<file path="config.mk">
export PLATFORM = sky130hd
export DESIGN_NAME = vga_digit_display
export DESIGN_NICKNAME = d
export VERILOG_FILES = /design/src/common/vga_timing_pkg.sv /design/src/common/glyph_pkg.sv /design/src/hdl/scan_counter.sv /design/src/hdl/sync_decode.sv /design/src/glyph/segment_hit.sv /design/src/glyph/glyph_renderer.sv /design/src/hdl/vga_digit_display.sv
export SDC_FILE = /design/constraint.sdc
export NUM_CORES = 1
export LEC_CHECK = 0
export BUFFER_PORTS_ARGS = -buffer_cell sky130_fd_sc_hd__buf_4
export CAP_MARGIN = 20
export CORE_UTILIZATION = 45
export DETAILED_ROUTE_END_ITERATION = 8
export GPL_ROUTABILITY_DRIVEN = 0
export GPL_TIMING_DRIVEN = 0
export SLEW_MARGIN = 10
export SYNTH_ARGS = -nofsm -noshare
export SYNTH_HDL_FRONTEND = slang
export SYNTH_SLANG_ARGS = --single-unit
</file>
<file path="constraint.sdc">
create_clock -name vga_clk -period 3.7 [get_ports vga_clk]
set_input_delay 0.74 -clock vga_clk [delete_from_list [all_inputs] [get_ports vga_clk]]
set_output_delay 0.74 -clock vga_clk [all_outputs]
set_load 0.05 [all_outputs]
</file>
<file path="src/common/vga_timing_pkg.sv">
`default_nettype none

package vga_timing_pkg;

    ////////////////////
    // Horizontal raster, in pixel clocks
    localparam int H_TOTAL     = 800;
    localparam int H_SYNC_END  = 95;
    localparam int H_ACT_BEGIN = 143;
    localparam int H_ACT_END   = 783;

    ////////////////////
    // Vertical raster, in lines
    localparam int V_TOTAL     = 525;
    localparam int V_SYNC_END  = 1;
    localparam int V_ACT_BEGIN = 34;
    localparam int V_ACT_END   = 514;

    typedef logic [9:0] h_count_t;
    typedef logic [9:0] v_count_t;

    // Coordinates inside the 640x480 picture
    typedef logic [9:0] coord_x_t;
    typedef logic [8:0] coord_y_t;

    // Red in [11:8], green in [7:4], blue in [3:0]
    typedef logic [11:0] rgb_t;

    localparam rgb_t RGB_WHITE = 12'hfff;
    localparam rgb_t RGB_BLACK = 12'h000;

endpackage

`default_nettype wire

</file>
<file path="src/common/glyph_pkg.sv">
`default_nettype none

package glyph_pkg;

    ////////////////////
    // Bar and box sizes
    localparam int BAR_W      = 16;
    localparam int MID_HALF   = 8;
    localparam int GLYPH_W    = 70;
    localparam int CELL_PITCH = 90;

    // Rows, inclusive
    localparam int GLYPH_TOP = 170;
    localparam int GLYPH_BOT = 309;
    localparam int MID_Y     = 239;

    // Left edges of the boxes and the separator
    localparam int PLACE0_LEFT = 10;
    localparam int SEP_LEFT    = 90;
    localparam int DIGIT1_LEFT = 190;

    localparam int N_PLACES = 6;

    typedef logic [3:0] digit_t;
    typedef logic [6:0] seg_mask_t;

    // Bit positions within seg_mask_t
    localparam int SEG_TOP = 0;
    localparam int SEG_UR  = 1;
    localparam int SEG_LR  = 2;
    localparam int SEG_BOT = 3;
    localparam int SEG_LL  = 4;
    localparam int SEG_UL  = 5;
    localparam int SEG_MID = 6;

    ////////////////////
    // Masks written as {mid, ul, ll, bot, lr, ur, top}
    localparam seg_mask_t SEG_TABLE [16] = '{
        7'b0111111, 7'b0000110, 7'b1011011, 7'b1001111,
        7'b1100110, 7'b1101101, 7'b1111101, 7'b0000111,
        7'b1111111, 7'b1101111,
        // Codes 10 to 15 stay dark
        7'b0000000, 7'b0000000, 7'b0000000,
        7'b0000000, 7'b0000000, 7'b0000000
    };

endpackage

`default_nettype wire

</file>
<file path="src/hdl/scan_counter.sv">
`timescale 1ns/1ps
`default_nettype none

module scan_counter
(
    input  wire                       vga_clk,
    input  wire                       arst_n,
    output vga_timing_pkg::h_count_t  h_count,
    output vga_timing_pkg::v_count_t  v_count
);

    logic h_wrap;
    logic v_wrap;

    assign h_wrap = (h_count == vga_timing_pkg::h_count_t'(vga_timing_pkg::H_TOTAL - 1));
    assign v_wrap = (v_count == vga_timing_pkg::v_count_t'(vga_timing_pkg::V_TOTAL - 1));

    always_ff @(posedge vga_clk or negedge arst_n)
    begin
        if (!arst_n)
            h_count <= '0;
        else if (h_wrap)
            h_count <= '0;
        else
            h_count <= h_count + 1'b1;
    end

    // Line counter steps at the end of each line
    always_ff @(posedge vga_clk or negedge arst_n)
    begin
        if (!arst_n)
            v_count <= '0;
        else if (h_wrap)
        begin
            if (v_wrap)
                v_count <= '0;
            else
                v_count <= v_count + 1'b1;
        end
    end

    ////////////////////
    a_h_range: assert property (@(posedge vga_clk) disable iff (!arst_n)
        h_count <= vga_timing_pkg::H_TOTAL - 1);

    a_v_range: assert property (@(posedge vga_clk) disable iff (!arst_n)
        v_count <= vga_timing_pkg::V_TOTAL - 1);

endmodule

`default_nettype wire

</file>
<file path="src/hdl/sync_decode.sv">
`timescale 1ns/1ps
`default_nettype none

module sync_decode
(
    input  wire                       vga_clk,
    input  wire                       arst_n,
    input  vga_timing_pkg::h_count_t  h_count,
    input  vga_timing_pkg::v_count_t  v_count,
    output logic                      hsync,
    output logic                      vsync,
    output logic                      active,
    output vga_timing_pkg::coord_x_t  px,
    output vga_timing_pkg::coord_y_t  py
);

    logic h_act;
    logic v_act;

    assign h_act = (h_count >= vga_timing_pkg::H_ACT_BEGIN) &&
                   (h_count < vga_timing_pkg::H_ACT_END);
    assign v_act = (v_count >= vga_timing_pkg::V_ACT_BEGIN) &&
                   (v_count < vga_timing_pkg::V_ACT_END);

    // Sync pulses are low at the start of line and frame
    always_ff @(posedge vga_clk or negedge arst_n)
    begin
        if (!arst_n)
        begin
            hsync  <= 1'b0;
            vsync  <= 1'b0;
            active <= 1'b0;
        end
        else
        begin
            hsync  <= (h_count > vga_timing_pkg::H_SYNC_END);
            vsync  <= (v_count > vga_timing_pkg::V_SYNC_END);
            active <= h_act && v_act;
        end
    end

    // Only meaningful while active is set
    always_ff @(posedge vga_clk)
    begin
        px <= vga_timing_pkg::coord_x_t'(h_count - vga_timing_pkg::H_ACT_BEGIN);
        py <= vga_timing_pkg::coord_y_t'(v_count - vga_timing_pkg::V_ACT_BEGIN);
    end

    ////////////////////
    a_coord_range: assert property (@(posedge vga_clk) disable iff (!arst_n)
        active |-> (px < vga_timing_pkg::H_ACT_END - vga_timing_pkg::H_ACT_BEGIN) &&
                   (py < vga_timing_pkg::V_ACT_END - vga_timing_pkg::V_ACT_BEGIN));

endmodule

`default_nettype wire

</file>
<file path="src/glyph/segment_hit.sv">
`timescale 1ns/1ps
`default_nettype none

module segment_hit
(
    input  vga_timing_pkg::coord_x_t  lx,
    input  vga_timing_pkg::coord_y_t  py,
    input  glyph_pkg::seg_mask_t      mask,
    output logic                      hit
);

    logic col_left;
    logic col_right;
    logic full_w;
    logic rows_upper;
    logic rows_lower;
    logic rows_top;
    logic rows_mid;
    logic rows_bot;
    glyph_pkg::seg_mask_t on_bar;

    ////////////////////
    // Columns across the box
    assign col_left  = (lx < glyph_pkg::BAR_W);
    assign col_right = (lx >= glyph_pkg::GLYPH_W - glyph_pkg::BAR_W) &&
                       (lx < glyph_pkg::GLYPH_W);
    assign full_w    = (lx < glyph_pkg::GLYPH_W);

    ////////////////////
    // Row bands, all inclusive
    assign rows_upper = (py >= glyph_pkg::GLYPH_TOP) &&
                        (py <= glyph_pkg::MID_Y + glyph_pkg::MID_HALF);
    assign rows_lower = (py >= glyph_pkg::MID_Y - glyph_pkg::MID_HALF + 1) &&
                        (py <= glyph_pkg::GLYPH_BOT);
    assign rows_top   = (py >= glyph_pkg::GLYPH_TOP) &&
                        (py <= glyph_pkg::GLYPH_TOP + glyph_pkg::BAR_W - 1);
    assign rows_mid   = (py >= glyph_pkg::MID_Y - glyph_pkg::MID_HALF + 1) &&
                        (py <= glyph_pkg::MID_Y + glyph_pkg::MID_HALF);
    assign rows_bot   = (py >= glyph_pkg::GLYPH_BOT - glyph_pkg::BAR_W + 1) &&
                        (py <= glyph_pkg::GLYPH_BOT);

    // Which bar rectangles contain the pixel
    always_comb
    begin
        on_bar                     = '0;
        on_bar[glyph_pkg::SEG_TOP] = rows_top && full_w;
        on_bar[glyph_pkg::SEG_UR]  = rows_upper && col_right;
        on_bar[glyph_pkg::SEG_LR]  = rows_lower && col_right;
        on_bar[glyph_pkg::SEG_BOT] = rows_bot && full_w;
        on_bar[glyph_pkg::SEG_LL]  = rows_lower && col_left;
        on_bar[glyph_pkg::SEG_UL]  = rows_upper && col_left;
        on_bar[glyph_pkg::SEG_MID] = rows_mid && full_w;
    end

    // Lit only where the bar is enabled by the mask
    assign hit = |(on_bar & mask);

endmodule

`default_nettype wire

</file>
<file path="src/glyph/glyph_renderer.sv">
`timescale 1ns/1ps
`default_nettype none

module glyph_renderer
(
    input  wire                       vga_clk,
    input  wire                       arst_n,
    input  wire                       clear,
    input  wire                       place0,
    input  glyph_pkg::digit_t         d1,
    input  glyph_pkg::digit_t         d2,
    input  glyph_pkg::digit_t         d3,
    input  glyph_pkg::digit_t         d4,
    input  glyph_pkg::digit_t         d5,
    input  wire                       active,
    input  vga_timing_pkg::coord_x_t  px,
    input  vga_timing_pkg::coord_y_t  py,
    input  wire                       hsync_in,
    input  wire                       vsync_in,
    output vga_timing_pkg::rgb_t      rgb,
    output logic                      hsync,
    output logic                      vsync
);

    glyph_pkg::digit_t        place_digit [glyph_pkg::N_PLACES];
    vga_timing_pkg::coord_x_t lx;
    glyph_pkg::seg_mask_t     mask;
    logic                     seg_lit;
    logic                     sep_lit;
    logic                     white;

    // Left edge of box k
    function automatic int box_left(input int k);
        return (k == 0) ? glyph_pkg::PLACE0_LEFT
                        : glyph_pkg::DIGIT1_LEFT + glyph_pkg::CELL_PITCH * (k - 1);
    endfunction

    assign place_digit[0] = glyph_pkg::digit_t'(place0);
    assign place_digit[1] = d1;
    assign place_digit[2] = d2;
    assign place_digit[3] = d3;
    assign place_digit[4] = d4;
    assign place_digit[5] = d5;

    ////////////////////
    // Box under the pixel, empty mask between boxes
    always_comb
    begin
        lx   = '0;
        mask = '0;
        for (int k = 0; k < glyph_pkg::N_PLACES; k++)
        begin
            if ((px >= box_left(k)) && (px < box_left(k) + glyph_pkg::GLYPH_W))
            begin
                lx   = vga_timing_pkg::coord_x_t'(px - box_left(k));
                mask = glyph_pkg::SEG_TABLE[place_digit[k]];
            end
        end
    end

    segment_hit u_segment_hit
    (
        .lx   (lx),
        .py   (py),
        .mask (mask),
        .hit  (seg_lit)
    );

    // Underscore between place 0 and digit 1
    assign sep_lit = (px >= glyph_pkg::SEP_LEFT) &&
                     (px < glyph_pkg::SEP_LEFT + glyph_pkg::BAR_W) &&
                     (py >= glyph_pkg::GLYPH_BOT - glyph_pkg::BAR_W + 1) &&
                     (py <= glyph_pkg::GLYPH_BOT);

    assign white = (seg_lit || sep_lit) && active && !clear;

    ////////////////////
    always_ff @(posedge vga_clk or negedge arst_n)
    begin
        if (!arst_n)
        begin
            rgb   <= vga_timing_pkg::RGB_BLACK;
            hsync <= 1'b0;
            vsync <= 1'b0;
        end
        else
        begin
            rgb   <= white ? vga_timing_pkg::RGB_WHITE : vga_timing_pkg::RGB_BLACK;
            hsync <= hsync_in;
            vsync <= vsync_in;
        end
    end

    a_blank_outside: assert property (@(posedge vga_clk) disable iff (!arst_n)
        !active |=> (rgb == vga_timing_pkg::RGB_BLACK));

endmodule

`default_nettype wire

</file>
<file path="src/hdl/vga_digit_display.sv">
`timescale 1ns/1ps
`default_nettype none

module vga_digit_display
(
    input  wire                   vga_clk,
    input  wire                   arst_n,
    input  wire                   clear,
    input  wire                   place0,
    input  glyph_pkg::digit_t     d1,
    input  glyph_pkg::digit_t     d2,
    input  glyph_pkg::digit_t     d3,
    input  glyph_pkg::digit_t     d4,
    input  glyph_pkg::digit_t     d5,
    output vga_timing_pkg::rgb_t  rgb,
    output logic                  hsync,
    output logic                  vsync
);

    vga_timing_pkg::h_count_t h_count;
    vga_timing_pkg::v_count_t v_count;
    vga_timing_pkg::coord_x_t px;
    vga_timing_pkg::coord_y_t py;
    logic                     active;
    logic                     hsync_dec;
    logic                     vsync_dec;

    scan_counter u_scan_counter
    (
        .vga_clk (vga_clk),
        .arst_n  (arst_n),
        .h_count (h_count),
        .v_count (v_count)
    );

    // Stage 1 decode
    sync_decode u_sync_decode
    (
        .vga_clk (vga_clk),
        .arst_n  (arst_n),
        .h_count (h_count),
        .v_count (v_count),
        .hsync   (hsync_dec),
        .vsync   (vsync_dec),
        .active  (active),
        .px      (px),
        .py      (py)
    );

    // Stage 2 colour and aligned syncs
    glyph_renderer u_glyph_renderer
    (
        .vga_clk  (vga_clk),
        .arst_n   (arst_n),
        .clear    (clear),
        .place0   (place0),
        .d1       (d1),
        .d2       (d2),
        .d3       (d3),
        .d4       (d4),
        .d5       (d5),
        .active   (active),
        .px       (px),
        .py       (py),
        .hsync_in (hsync_dec),
        .vsync_in (vsync_dec),
        .rgb      (rgb),
        .hsync    (hsync),
        .vsync    (vsync)
    );

endmodule

`default_nettype wire

</file>
==> flow_summary.ini <==
[cts]
clkSinkCount = 45
hold_buffers = 0
numCtsBuffers = 5
root_buffer = clkbuf_8
htreeDepth = 2
clk_path_buf_depth = 2
clkTransAtPathRegs_ns = 0.08
insertion_delay_ns = 0.29
tritoncts = done

[worst_setup_path]
worstReg2RegStart = u_sync_decode.px[3]$_DFF_P_
path_max_fanout = 10
cp.required_ns = 3.86
end_kind = register
critPathKind = register to register
worstPathArrival_ns = 3.62
crit_path_start_kind = register
crit_start = u_sync_decode.px[3]$_DFF_P_

[logic_synthesis]
synth_area_mm2 = 0.00471
synth_top_flop_cell = dfrtp_1
yosys_register_bits = 45
ys_seq_area_share_pct = 21.9
yosysUniqueCellTypes = 81
syn_avg_cell_area_um2 = 7.98
syn_inst = 590
syn_nets = 666
ys_warn_count = 0
synth_top_area_cell = dfrtp_1
synth.area.top_cells = dfrtp_1, ha_1, dfxtp_1
synth-edff-count = 0
async_reset_ff_share_pct = 57.8
synth_top_cell_area_share_pct = 13.8

[route]
drc = 0
first_pass_iters = 7
via_count = 4548
dr.first_iter.drc_count = 350
detail-route-antenna-nets = 0
wirelength_um = 12500
viasPerCell = 5.95
wl_per_cell_um = 16.3

[global_route]
grt_max_degree = 27
grt_usage_pct = 22.6
grt_pass1_vias = 4191
grt_pass1_wl_um = 20500
overflow = 0
antenna_found_initial = 0

[sta]
tightest_slew_ns = 0.615
layout_min_cycle_time_ns = 3.45
fmaxAchievable_mhz = 289
fin_skew_ns = 0.00302
rsz0062_at_grt = no
fin_setup_tns_ns = 0
hold_violations = 0
final-max-slew-violation-count = 0
setup_ws_ns = 0.245
holdWs_ns = 0.346
setup_violations = 0
period_share_pct = 93.4
relSlewSlack_pct = 58.8

[die]
start_util_pct = 47.3
fp.coreArea_mm2 = 0.00995
io_pins = 38
num_rows = 36
die-area_mm2 = 0.0109
die_h_um = 104
die_w_um = 104

[placement]
placed_cell_area_mm2 = 0.00511
pre_cts_ws_ns = 0.0673
dp.cells = 755
io_buffers = 32
hpwl_um = 9660

[hold_path]
hold_path.class = input port to async pin

[layout]
area_growth_pct = 11.7
diodes = 0
final_common_cell = ha_1
stdcell_count = 764
final_cell_mix = ha_1, nand2_1, buf_4
final_layout_size_suffix_gt1_share_pct = 15.4
nets = 706
fillCellCount = 953
design_area_mm2 = 0.00526

[job]
max_cap_viol_count = 0

[power_and_ir_drop]
ir_worst_vdd_v = 0.000321
powerDensity_mw_per_mm2 = 179
p_leak_nw = 2.33

[status]
status = complete, no violations
## power breakdown
group | switching, mW | internal, mW | total, mW
Clock | 0.157 | 0.193 | 0.350
Sequential | 0 | 0.488 | 0.488
Combinational | 0.0640 | 0.0428 | 0.107
Total | 0.221 | 0.724 | 0.944
## through the flow
step	power (mW)	util, %
2_1_floorplan	0.559	-
3_3_place_gp	0.602	51.4
3_5_place_dp	0.605	51.4
4_1_cts	0.956	52.5
5_1_grt	0.993	52.9
6_report	0.944	52.9
## final cells by class
cell class                      count  area (µm²)  area share, %
Multi-Input combinational cell    461        3280           62.4
Sequential cell                    45        1030           19.6
Buffer                             48         283           5.37
Timing Repair Buffer               33         248           4.71
Tap cell                          133         166           3.16
Inverter                           36         135           2.57
Clock buffer                        7         108           2.05
Clock inverter                      1        6.26          0.119
## Yosys cell counts (all sizes together), types with 9 or more instances
master and number:
dfxtp 19, nor2 44, dfrtp 26, xnor2 12, o22ai 11, buf 31, clkbuf 17, nand2 51
nor3 14, ha 52, a21oi 32, inv 36, a31oi 14, o21ai 39, nand3 18, a22oi 9
xor2 19
## per-layer routing
layer  vias up  global-route usage (%)  routed length (µm)
met5         -                       0                   0
met1      2102                    28.6                5360
met4         0                    8.57                 431
met3        37                    3.57                 806
li1       2214                       -                   -
met2       195                    38.6                5890
## timing repair
item	CTS	global route
gates resized for setup	0	8
endpoints found under the setup margin	0	1
setup buffers	0	1
## worst paths after layout
kind | endpoint | slack, ns | cells after the start
setup / recovery | u_glyph_renderer.rgb[10]$_DFF_PN0_ | 0.25 | 13
hold / removal | u_scan_counter.h_count[7]$_DFF_PN0_ | 0.35 | 1
setup reg to reg | u_glyph_renderer.rgb[10]$_DFF_PN0_ | 0.25 | 13
hold reg to reg | u_glyph_renderer.vsync$_DFF_PN0_ | 0.35 | 0
max in group asynchronous | u_scan_counter.v_count[6]$_DFFE_PN0N_ | 3.10 | 1
min in group vga_clk | u_glyph_renderer.vsync$_DFF_PN0_ | 0.35 | 0
## state kept, by name (all words and copies together), names as in the netlist
| register | flops |
|---|---|
| u_sync_decode.active | 1 |
| u_glyph_renderer.hsync | 1 |
| u_sync_decode.px | 10 |
| u_sync_decode.hsync | 1 |
| u_glyph_renderer.vsync | 1 |
| u_scan_counter.v_count | 10 |
| u_scan_counter.h_count | 10 |
| u_glyph_renderer.rgb | 1 |
| u_sync_decode.vsync | 1 |
| u_sync_decode.py | 9 |
## cell families after synthesis
kind of cell | after synthesis | synth area share, %
compound gates | 183 | 27.4
flops | 45 | 21.9
simple gates | 191 | 21.4
fa+ha+maj | 52 | 13.8
xor+xnor | 31 | 5.77
buf+inv | 84 | 8.85
mux | 4 | 0.877
## critical path, cell delays in order (launching register included)
cell      delay, ns
dfxtp_2        0.39
buf_6          0.17
inv_1          0.15
ha_1           0.23
a21boi_2       0.20
o211ai_1       0.29
nand2_1        0.16
buf_2          0.23
a221oi_2       0.27
o211ai_1       0.17
a31o_1         0.27
nor4_2         0.33
a31oi_1        0.07
o32a_1         0.38
Power figures use the tool's default switching activity.
